--- src/verilog/mpmc_pkg.sv ---
package mpmc_pkg;

	// ========================================================================
	// word and address widths
	// ========================================================================
	typedef logic [31:0] data_t;
	typedef logic [3:0]  sel_t;
	// word address into the shared memory
	typedef logic [9:0]  addr_t;
	// index of a slave port, wide enough for NUM_PORTS
	typedef logic [1:0]  port_id_t;

	// ========================================================================
	// sizes
	// ========================================================================
	localparam int NUM_PORTS       = 3;
	localparam int MEM_WORDS       = 1024;
	// 16 posted writes per port
	localparam int WBUF_DEPTH_LOG2 = 4;
	// one buffered write is {adr, sel, dat}
	localparam int WBUF_WID        = $bits(addr_t) + $bits(sel_t) + $bits(data_t);

	// arbiter sequencing, one memory access per grant
	typedef enum logic [1:0] {ARB_IDLE, ARB_ACCESS, ARB_DONE} arb_state_e;

endpackage

--- src/verilog/mpmc_req_if.sv ---
interface mpmc_req_if;

	// request side, driven by the port
	// req and the fields stay stable until done
	logic             req;
	logic             we;
	mpmc_pkg::addr_t  adr;
	mpmc_pkg::sel_t   sel;
	mpmc_pkg::data_t  dat_w;

	// response side, driven by the arbiter
	// gnt covers the whole access, done is a single cycle pulse
	logic             gnt;
	logic             done;
	// read word, valid with done
	mpmc_pkg::data_t  dat_r;

	modport port (
		output req, we, adr, sel, dat_w,
		input  gnt, done, dat_r
	);

	modport arb (
		input  req, we, adr, sel, dat_w,
		output gnt, done, dat_r
	);

endinterface

--- src/verilog/mpmc_fifo.sv ---
module mpmc_fifo #(
	parameter int WID = 8
) (
	input  logic                               rclk,
	input  logic                               rrst,
	input  logic                               wr,
	input  logic [WID-1:0]                     di,
	input  logic                               rd,
	output logic [WID-1:0]                     dout,
	output logic [mpmc_pkg::WBUF_DEPTH_LOG2:0] cnt
);

	// storage has no reset, only the pointers are cleared
	logic [WID-1:0] ram [2**mpmc_pkg::WBUF_DEPTH_LOG2];

	// pointers carry one extra wrap bit
	logic [mpmc_pkg::WBUF_DEPTH_LOG2:0] wr_ptr;
	logic [mpmc_pkg::WBUF_DEPTH_LOG2:0] rd_ptr;
	logic full;
	logic empty;

	// fill count straight from the pointer difference
	// the wrap bit keeps full (16) apart from empty (0)
	assign cnt   = wr_ptr - rd_ptr;
	assign full  = cnt[mpmc_pkg::WBUF_DEPTH_LOG2];
	assign empty = (cnt == '0);

	// write side, a push into a full buffer is dropped
	always_ff @(posedge rclk) begin
		if (rrst) begin
			wr_ptr <= '0;
		end else if (wr && !full) begin
			wr_ptr <= wr_ptr + 1'b1;
		end
	end

	always_ff @(posedge rclk) begin
		if (wr && !full) begin
			ram[wr_ptr[mpmc_pkg::WBUF_DEPTH_LOG2-1:0]] <= di;
		end
	end

	// read side, pop only when something is there
	always_ff @(posedge rclk) begin
		if (rrst) begin
			rd_ptr <= '0;
		end else if (rd && !empty) begin
			rd_ptr <= rd_ptr + 1'b1;
		end
	end

	// oldest entry shown without a read cycle
	assign dout = ram[rd_ptr[mpmc_pkg::WBUF_DEPTH_LOG2-1:0]];

endmodule

--- src/verilog/mpmc_port.sv ---
module mpmc_port (
	input  logic            rclk,
	input  logic            rrst,
	// wishbone classic slave
	input  logic            cyc,
	input  logic            stb,
	input  logic            we,
	input  mpmc_pkg::addr_t adr,
	input  mpmc_pkg::sel_t  sel,
	input  mpmc_pkg::data_t dat_w,
	output mpmc_pkg::data_t dat_r,
	output logic            ack,
	// request towards the arbiter
	mpmc_req_if.port        mreq
);

	logic [mpmc_pkg::WBUF_WID-1:0]        wb_head;
	logic [mpmc_pkg::WBUF_DEPTH_LOG2:0]   wb_cnt;
	mpmc_pkg::addr_t                      h_adr;
	mpmc_pkg::sel_t                       h_sel;
	mpmc_pkg::data_t                      h_dat;
	logic wb_full;
	logic draining;
	logic acc_end;
	logic wr_push;
	logic wr_done;
	logic rd_done;
	logic rd_pend;
	logic ack_q;

	// ========================================================================
	// posted write buffer
	// ========================================================================
	mpmc_fifo #(
		.WID (mpmc_pkg::WBUF_WID)
	) u_wbuf (
		.rclk (rclk),
		.rrst (rrst),
		.wr   (wr_push),
		.di   ({adr, sel, dat_w}),
		.rd   (wr_done),
		.dout (wb_head),
		.cnt  (wb_cnt)
	);

	// head entry split back into its fields
	assign {h_adr, h_sel, h_dat} = wb_head;
	assign wb_full  = wb_cnt[mpmc_pkg::WBUF_DEPTH_LOG2];
	assign draining = (wb_cnt != '0);

	// new write accepted once per bus cycle, held off while full
	assign wr_push = cyc && stb && we && !ack_q && !wb_full;

	// end of our own memory access
	// while the buffer holds entries every access is a drain
	assign acc_end = mreq.gnt && mreq.done;
	assign wr_done = acc_end && draining;
	assign rd_done = acc_end && !draining;

	// ========================================================================
	// request to the arbiter
	// ========================================================================
	// drain first, a pending read goes out only on an empty buffer
	assign mreq.req   = draining || rd_pend;
	assign mreq.we    = draining;
	assign mreq.adr   = draining ? h_adr : adr;
	assign mreq.sel   = draining ? h_sel : sel;
	// read accesses ignore the write word
	assign mreq.dat_w = h_dat;

	// ========================================================================
	// bus cycle control
	// ========================================================================
	always_ff @(posedge rclk) begin
		if (rrst) begin
			rd_pend <= 1'b0;
			ack_q   <= 1'b0;
		end else begin
			// one ack per bus cycle, either a posted write or a finished read
			ack_q <= wr_push || rd_done;
			if (rd_done) begin
				rd_pend <= 1'b0;
			end else if (cyc && stb && !we && !ack_q) begin
				rd_pend <= 1'b1;
			end
		end
	end

	// read word held for the ack cycle
	always_ff @(posedge rclk) begin
		if (rd_done) begin
			dat_r <= mreq.dat_r;
		end
	end

	assign ack = ack_q;

endmodule

--- src/flat_wrapper.sv ---
// flat-port wrapper written by rule: the top's interface ports become plain ports
module mpmc_port_flat 
  (rclk, rrst, cyc, stb, we, adr, sel, dat_w, dat_r, ack, mreq_req, mreq_we, mreq_adr, mreq_sel, mreq_dat_w, mreq_gnt, mreq_done, mreq_dat_r);
  mpmc_req_if mreq_i ();
  input  logic rclk;
  input  logic rrst;
  input  logic cyc;
  input  logic stb;
  input  logic we;
  input  mpmc_pkg::addr_t adr;
  input  mpmc_pkg::sel_t sel;
  input  mpmc_pkg::data_t dat_w;
  output mpmc_pkg::data_t dat_r;
  output logic ack;
  output wire logic [$bits(mreq_i.req)-1:0] mreq_req;
  output wire logic [$bits(mreq_i.we)-1:0] mreq_we;
  output wire logic [$bits(mreq_i.adr)-1:0] mreq_adr;
  output wire logic [$bits(mreq_i.sel)-1:0] mreq_sel;
  output wire logic [$bits(mreq_i.dat_w)-1:0] mreq_dat_w;
  input wire logic [$bits(mreq_i.gnt)-1:0] mreq_gnt;
  input wire logic [$bits(mreq_i.done)-1:0] mreq_done;
  input wire logic [$bits(mreq_i.dat_r)-1:0] mreq_dat_r;
  assign mreq_req = mreq_i.req;
  assign mreq_we = mreq_i.we;
  assign mreq_adr = mreq_i.adr;
  assign mreq_sel = mreq_i.sel;
  assign mreq_dat_w = mreq_i.dat_w;
  assign mreq_i.gnt = mreq_gnt;
  assign mreq_i.done = mreq_done;
  assign mreq_i.dat_r = mreq_dat_r;
  mpmc_port u_core (.rclk(rclk), .rrst(rrst), .cyc(cyc), .stb(stb), .we(we), .adr(adr), .sel(sel), .dat_w(dat_w), .dat_r(dat_r), .ack(ack), .mreq(mreq_i));
endmodule
--- config.mk ---
export PLATFORM = sky130hd
export DESIGN_NAME = mpmc_port_flat
export DESIGN_NICKNAME = d
export VERILOG_FILES = /design/src/verilog/mpmc_pkg.sv /design/src/verilog/mpmc_req_if.sv /design/src/verilog/mpmc_fifo.sv /design/src/verilog/mpmc_port.sv /design/src/flat_wrapper.sv
export SDC_FILE = /design/constraint.sdc
export NUM_CORES = 1
export LEC_CHECK = 0
export BUFFER_PORTS_ARGS = -buffer_cell sky130_fd_sc_hd__buf_2
export CAP_MARGIN = 20
export CORE_ASPECT_RATIO = 0.7
export CORE_UTILIZATION = 65
export CTS_CLUSTER_DIAMETER = 60
export DETAILED_ROUTE_END_ITERATION = 12
export MAX_ROUTING_LAYER = met4
export PLACE_DENSITY = 0.84
export SYNTH_ARGS = -nofsm -noshare
export SYNTH_HDL_FRONTEND = slang
export SYNTH_SLANG_ARGS = --single-unit
export TNS_END_PERCENT = 30
--- constraint.sdc ---
create_clock -name rclk -period 11.3 [get_ports rclk]
set_clock_uncertainty 0.05 [all_clocks]
set_input_delay 3.39 -clock rclk [delete_from_list [all_inputs] [get_ports rclk]]
set_output_delay 3.39 -clock rclk [all_outputs]
set_load 0.01 [all_outputs]
## Yosys cells after proc, flatten, opt, wreduce, memory -nomap -nowiden

Memories as Yosys holds them, arrays and structs flattened. A register that Yosys moved wholly into a read port is not among the register bits.
Cells that the tools add are included.

- Flip-flop bits (word level): 44
- Memory bits (writable): 736
- Memories kept: 1
- Bits of input ports: 85

Memories:

| name | depth | width | rd ports | clocked after Yosys merged registers in | write ports | line | text |
|---|---|---|---|---|---|---|---|
| u_core.u_wbuf.ram | 16 | 46 | 1 | 1 | 1 | mpmc_fifo.sv:14 | `logic [WID-1:0] ram [2**mpmc_pkg::WBUF_DEPTH_LOG2];` |

- Mux-type cells: 6
- Add/subtract/negate cells: 3
- Reductions and logical operators: 21

Operator list:

| operator | number |
|---|---|
| 4-bit 2-to-1 mux | 3 |
| 1-bit logical AND | 11 |
| 5-bit by 1-bit adder with 5-bit output, second input constant | 2 |
| 10-bit 2-to-1 mux | 1 |
| 1-bit logical NOT | 5 |
| 5-bit logical NOT | 1 |
| 5-bit nonzero test | 1 |
| 5-bit subtractor | 1 |
| 1-bit logical OR | 2 |
| 1-bit 2-to-1 mux | 2 |
| 2-bit OR reduction | 1 |

## Longest topological paths before layout

- Word-level depth: 7
- Depth in mapped cells: 9

## Hierarchy

Synthesis repeated with hierarchy kept, for this count alone.

- Cell total of the unflattened synthesis: 1192
- Area, all modules: 29867.4 um^2

By module, submodules not included:

| module | instances | area each (um^2) | cells an instance |
|---|---|---|---|
| mpmc_fifo | 1 | 28557.4 | 1127 |
| mpmc_port | 1 | 1310.0 | 65 |

## Worst setup path after synthesis

Ideal clock, no wire load.

- Kind: input -> output
- Start: in adr[0]
- End: out mreq_adr[0]
- Stages: 1
- Path slack: 4198 ps
- Buffers on the path: 0
- Required time: 7860 ps
- Data arrival time: 3662 ps
- Path through: mux2_2

- Cells in the longest elaborated chain, start to end: 1

Ends and longest elaborated chain:

| item | line | text |
|---|---|---|
| start: declaration | flat_wrapper.sv:10 | `input mpmc_pkg::addr_t adr;` |
| 10-bit 2-to-1 mux | mpmc_port.sv:66 | `assign mreq.adr = draining ? h_adr : adr;` |
| end: declaration | flat_wrapper.sv:17 | `output wire logic [$bits(mreq_i.adr)-1:0] mreq_adr;` |

No other way between the ends.

## Final worst setup path

- Start: in sel[1]
- End: out mreq_sel[1]

- Cells in the longest elaborated chain, start to end: 1

Ends and longest elaborated chain:

| item | line | text |
|---|---|---|
| start: declaration | flat_wrapper.sv:11 | `input mpmc_pkg::sel_t sel;` |
| 4-bit 2-to-1 mux | mpmc_port.sv:67 | `assign mreq.sel = draining ? h_sel : sel;` |
| end: declaration | flat_wrapper.sv:18 | `output wire logic [$bits(mreq_i.sel)-1:0] mreq_sel;` |

No other way between the ends.

==> results by group <==
Run status
  – Status: complete, no violations

STA
  – Slew @ Worst Pin: around 1.0 ns
  – Fin crit period: about 7.5 ns
  – Final Cycle Share: around two thirds
  – Max_slew headroom: between 30 and 40%
  – Max Slew Vio Count: 0
  – Fmax achieved: 0.134 GHz
  – RSZ-0062 raised after global routing: false
  – Setup TNS: 0 ns
  – Setup violations, final: 0
  – Final hold vios: 0

Clocking
  – Sink Count: between 700 and 800
  – Post-CTS setup buffer count: 0
  – Longest Clk Path Bufs: 3
  – # hold bufs at CTS: 0
  – # resized after CTS: 0
  – TritonCTS clock tree: done
  – Clk root buf: clkbuf_16
  – Clock latency at the later pin of the worst-skew pair: around 0.60 ns
  – CTS clk-pin slew, worst paths: roughly 0.060 ns
  – TritonCTS Buffers: 70
  – H-tree levels: 3

Cells and area
  – Final net count: 1522
  – Reg area: 23400 sq um
  – Fill count: 2299
  – Layout cells sized above 1: 38.0%
  – Multi-input logic area: 6070 sq um
  – Syn-to-layout area delta: 12.8%
  – Final Cell Area: 33600 sq um

Logic synthesis
  – Post-Syn Instances: approximately 1200
  – Cell area after synthesis: around 30000 sq um
  – Netlist cell types: 43
  – Async SR Flop Fraction: 0%
  – Seq/Total Area, Yosys: 78.5%
  – Most used flip-flop cell after synthesis: edfxtp_1
  – Post-synthesis average cell area: 24.3 sq um
  – Synth Net Count: around 1300
  – #FFs+latches synth: ~780
  – EDFF count, synth: around 770
  – Yosys warning count: 0

Setup path
  – Critical path class: input pin to output port
  – Crit end category: output port
  – Reg2reg end: u_core.u_wbuf.ram[11][12]
  – R2r startpoint: u_core.u_wbuf.rd_ptr[2]
  – WP data required: 7.86 ns
  – CP Data Arrival Time: roughly 4.1 ns
  – Cells on worst reg2reg path: 8
  – Worst R2R Setup Slack: between 7 and 8 ns
  – CP Launch Type: input pin
  – Max FO, Critical Path: 17
  – Crit. Startpoint: sel[1]
  – CP Capture Point: mreq_sel[1]

GRT
  – Grt ovf: 0
  – Total track usage: 31.9%
  – Initial antenna violation count: 4
  – Largest net degree at the start of global routing: a little over 100
  – First-pass GRT wire length: just over 100000 um
  – Vias in the first global route: 15400

Placed design
  – I/O Buffers: about 170
  – Gpl congestion: roughly 0.73
  – Placed wire-length estimate: 31100 um
  – Dpl cell area: around 31000 sq um

Routing
  – Initial drt markers: about 2000
  – Total Wirelength: approximately 70000 um
  – Antenna-violating nets left: 0
  – Via Count: approximately 15000
  – Drt drc: 0
  – DR WL/cell: approximately 34 um
  – Vias per cell: just under 7
  – DR pass1 iterations: 5

Die
  – Die H: around 180 um
  – Initial Utilization: 66.0%
  – Core area: 45100 sq um
  – Die Span X: ~260 um
  – Total die area: around 47000 sq um
  – I/O pin cnt: around 170
  – Num rows: 65

Power
  – Maximum vdd drop: roughly 0.17 mV
  – Power Density: 179 nW/um^2
  – Leakage power: about 11 nW

Run
  – Max-cap viol count: 0

Min path
  – Worst hold path class: register to register
power by group:
group / total [mW] / internal [mW] / switching [mW]
Combinational: 0.361 / 0.171 / 0.190
Clock: 2.43 / 1.36 / 1.06
Sequential: 3.23 / 3.21 / 0.0179
routing by layer:
metal	track usage, %	share of wire, %	vias up
met1	40.3	35	7567
met3	6.61	9.5	173
met2	50.6	51	1113
met4	14.3	3.7	0
met5	-	0	-
li1	-	-	5661
metrics by stage:
step	std cells	utilization (%)	hold slack (ns)	total power [mW]	setup WS, ns
3_3_place_gp	1959	69.3	0.455	3.63	3.87
5_1_grt	2088	74.4	0.514	6.17	3.77
4_1_cts	2084	74.4	0.480	6.04	3.82
6_report	2088	74.4	0.486	6.02	3.81
3_5_place_dp	1959	69.3	0.462	3.65	3.84
2_1_floorplan	1228	-	0.436	3.53	4.20
worst min path at each step:
stage / slack, ns / cells past startpoint / start / endpoint
2_1_floorplan: 0.44 / 2 / u_core.u_wbuf.rd_ptr[1] / register
3_3_place_gp: 0.45 / 1 / u_core.rd_pend / u_core.rd_pend
3_5_place_dp: 0.46 / 1 / u_core.rd_pend / u_core.rd_pend
4_1_cts: 0.48 / 1 / u_core.rd_pend / u_core.rd_pend
5_1_grt: 0.51 / 1 / u_core.rd_pend / u_core.rd_pend
6_report: 0.49 / 1 / u_core.rd_pend / u_core.rd_pend
cell families (layout without fill, tap and decap cells):
| logic type | count (synthesis) | after routing | synth area share (%) |
|---|---|---|---|
| DFF | 784 | 784 | 78.5 |
| muxes | 243 | 243 | 17.4 |
| and+or+nand+nor | 74 | 74 | 1.29 |
| buffers and inverters | 71 | 324 | 1.18 |
| AOI/OAI and AO/OA | 43 | 43 | 1.12 |
| adders and majority gates | 9 | 9 | 0.378 |
| xor gates and xnor gates | 4 | 4 | 0.118 |
| other | 0 | 4 | 0 |
area by class of cell:
class	count	area share (%)
sequential	784	69.6
multi-input combinational	373	18.1
clock buffer	92	5.92
timing repair buffer	190	3.05
tap	603	2.25
clock inverter	33	0.938
inverter	9	0.101
antenna	4	0.0298
registers in the layout, indices dropped and copies added, names as in the netlist, named ones only:
name,count
u_core.u_wbuf.ram,736
u_core.dat_r,32
u_core.u_wbuf.rd_ptr,5
u_core.u_wbuf.wr_ptr,5
u_core.ack,1
u_core.rd_pend,1
Yosys cell counts (all sizes together), types with 2 or more instances:
cell type	instances	area share, %
and3	13	0.27
and2	5	0.11
nor2b	9	0.19
a22oi	28	0.71
nand3	3	0.050
nor2	14	0.18
inv	9	0.11
clkbuf	29	0.37
nand3b	2	0.050
dfxtp	16	1.1
buf	33	0.70
a21oi	5	0.097
nand2	22	0.30
xnor2	3	0.088
a211oi	4	0.14
mux2	25	1.0
ha	9	0.38
mux4	216	16
mux2i	2	0.067
edfxtp	768	77
layout by cell type (no fill, tap or decap), types with 13 or more instances in the layout:
cell         n
buf_2      165
nor2_1      13
buf_4       24
mux4_2     216
edfxtp_1   768
clkbuf_16   75
nand2_1     21
mux2_2      19
a22oi_1     28
critical path, cell delays in order:
cell	delay, ns
buf_2	0.20
mux2_2	0.30
buf_2	0.15
(Power assumes the default switching activity.)
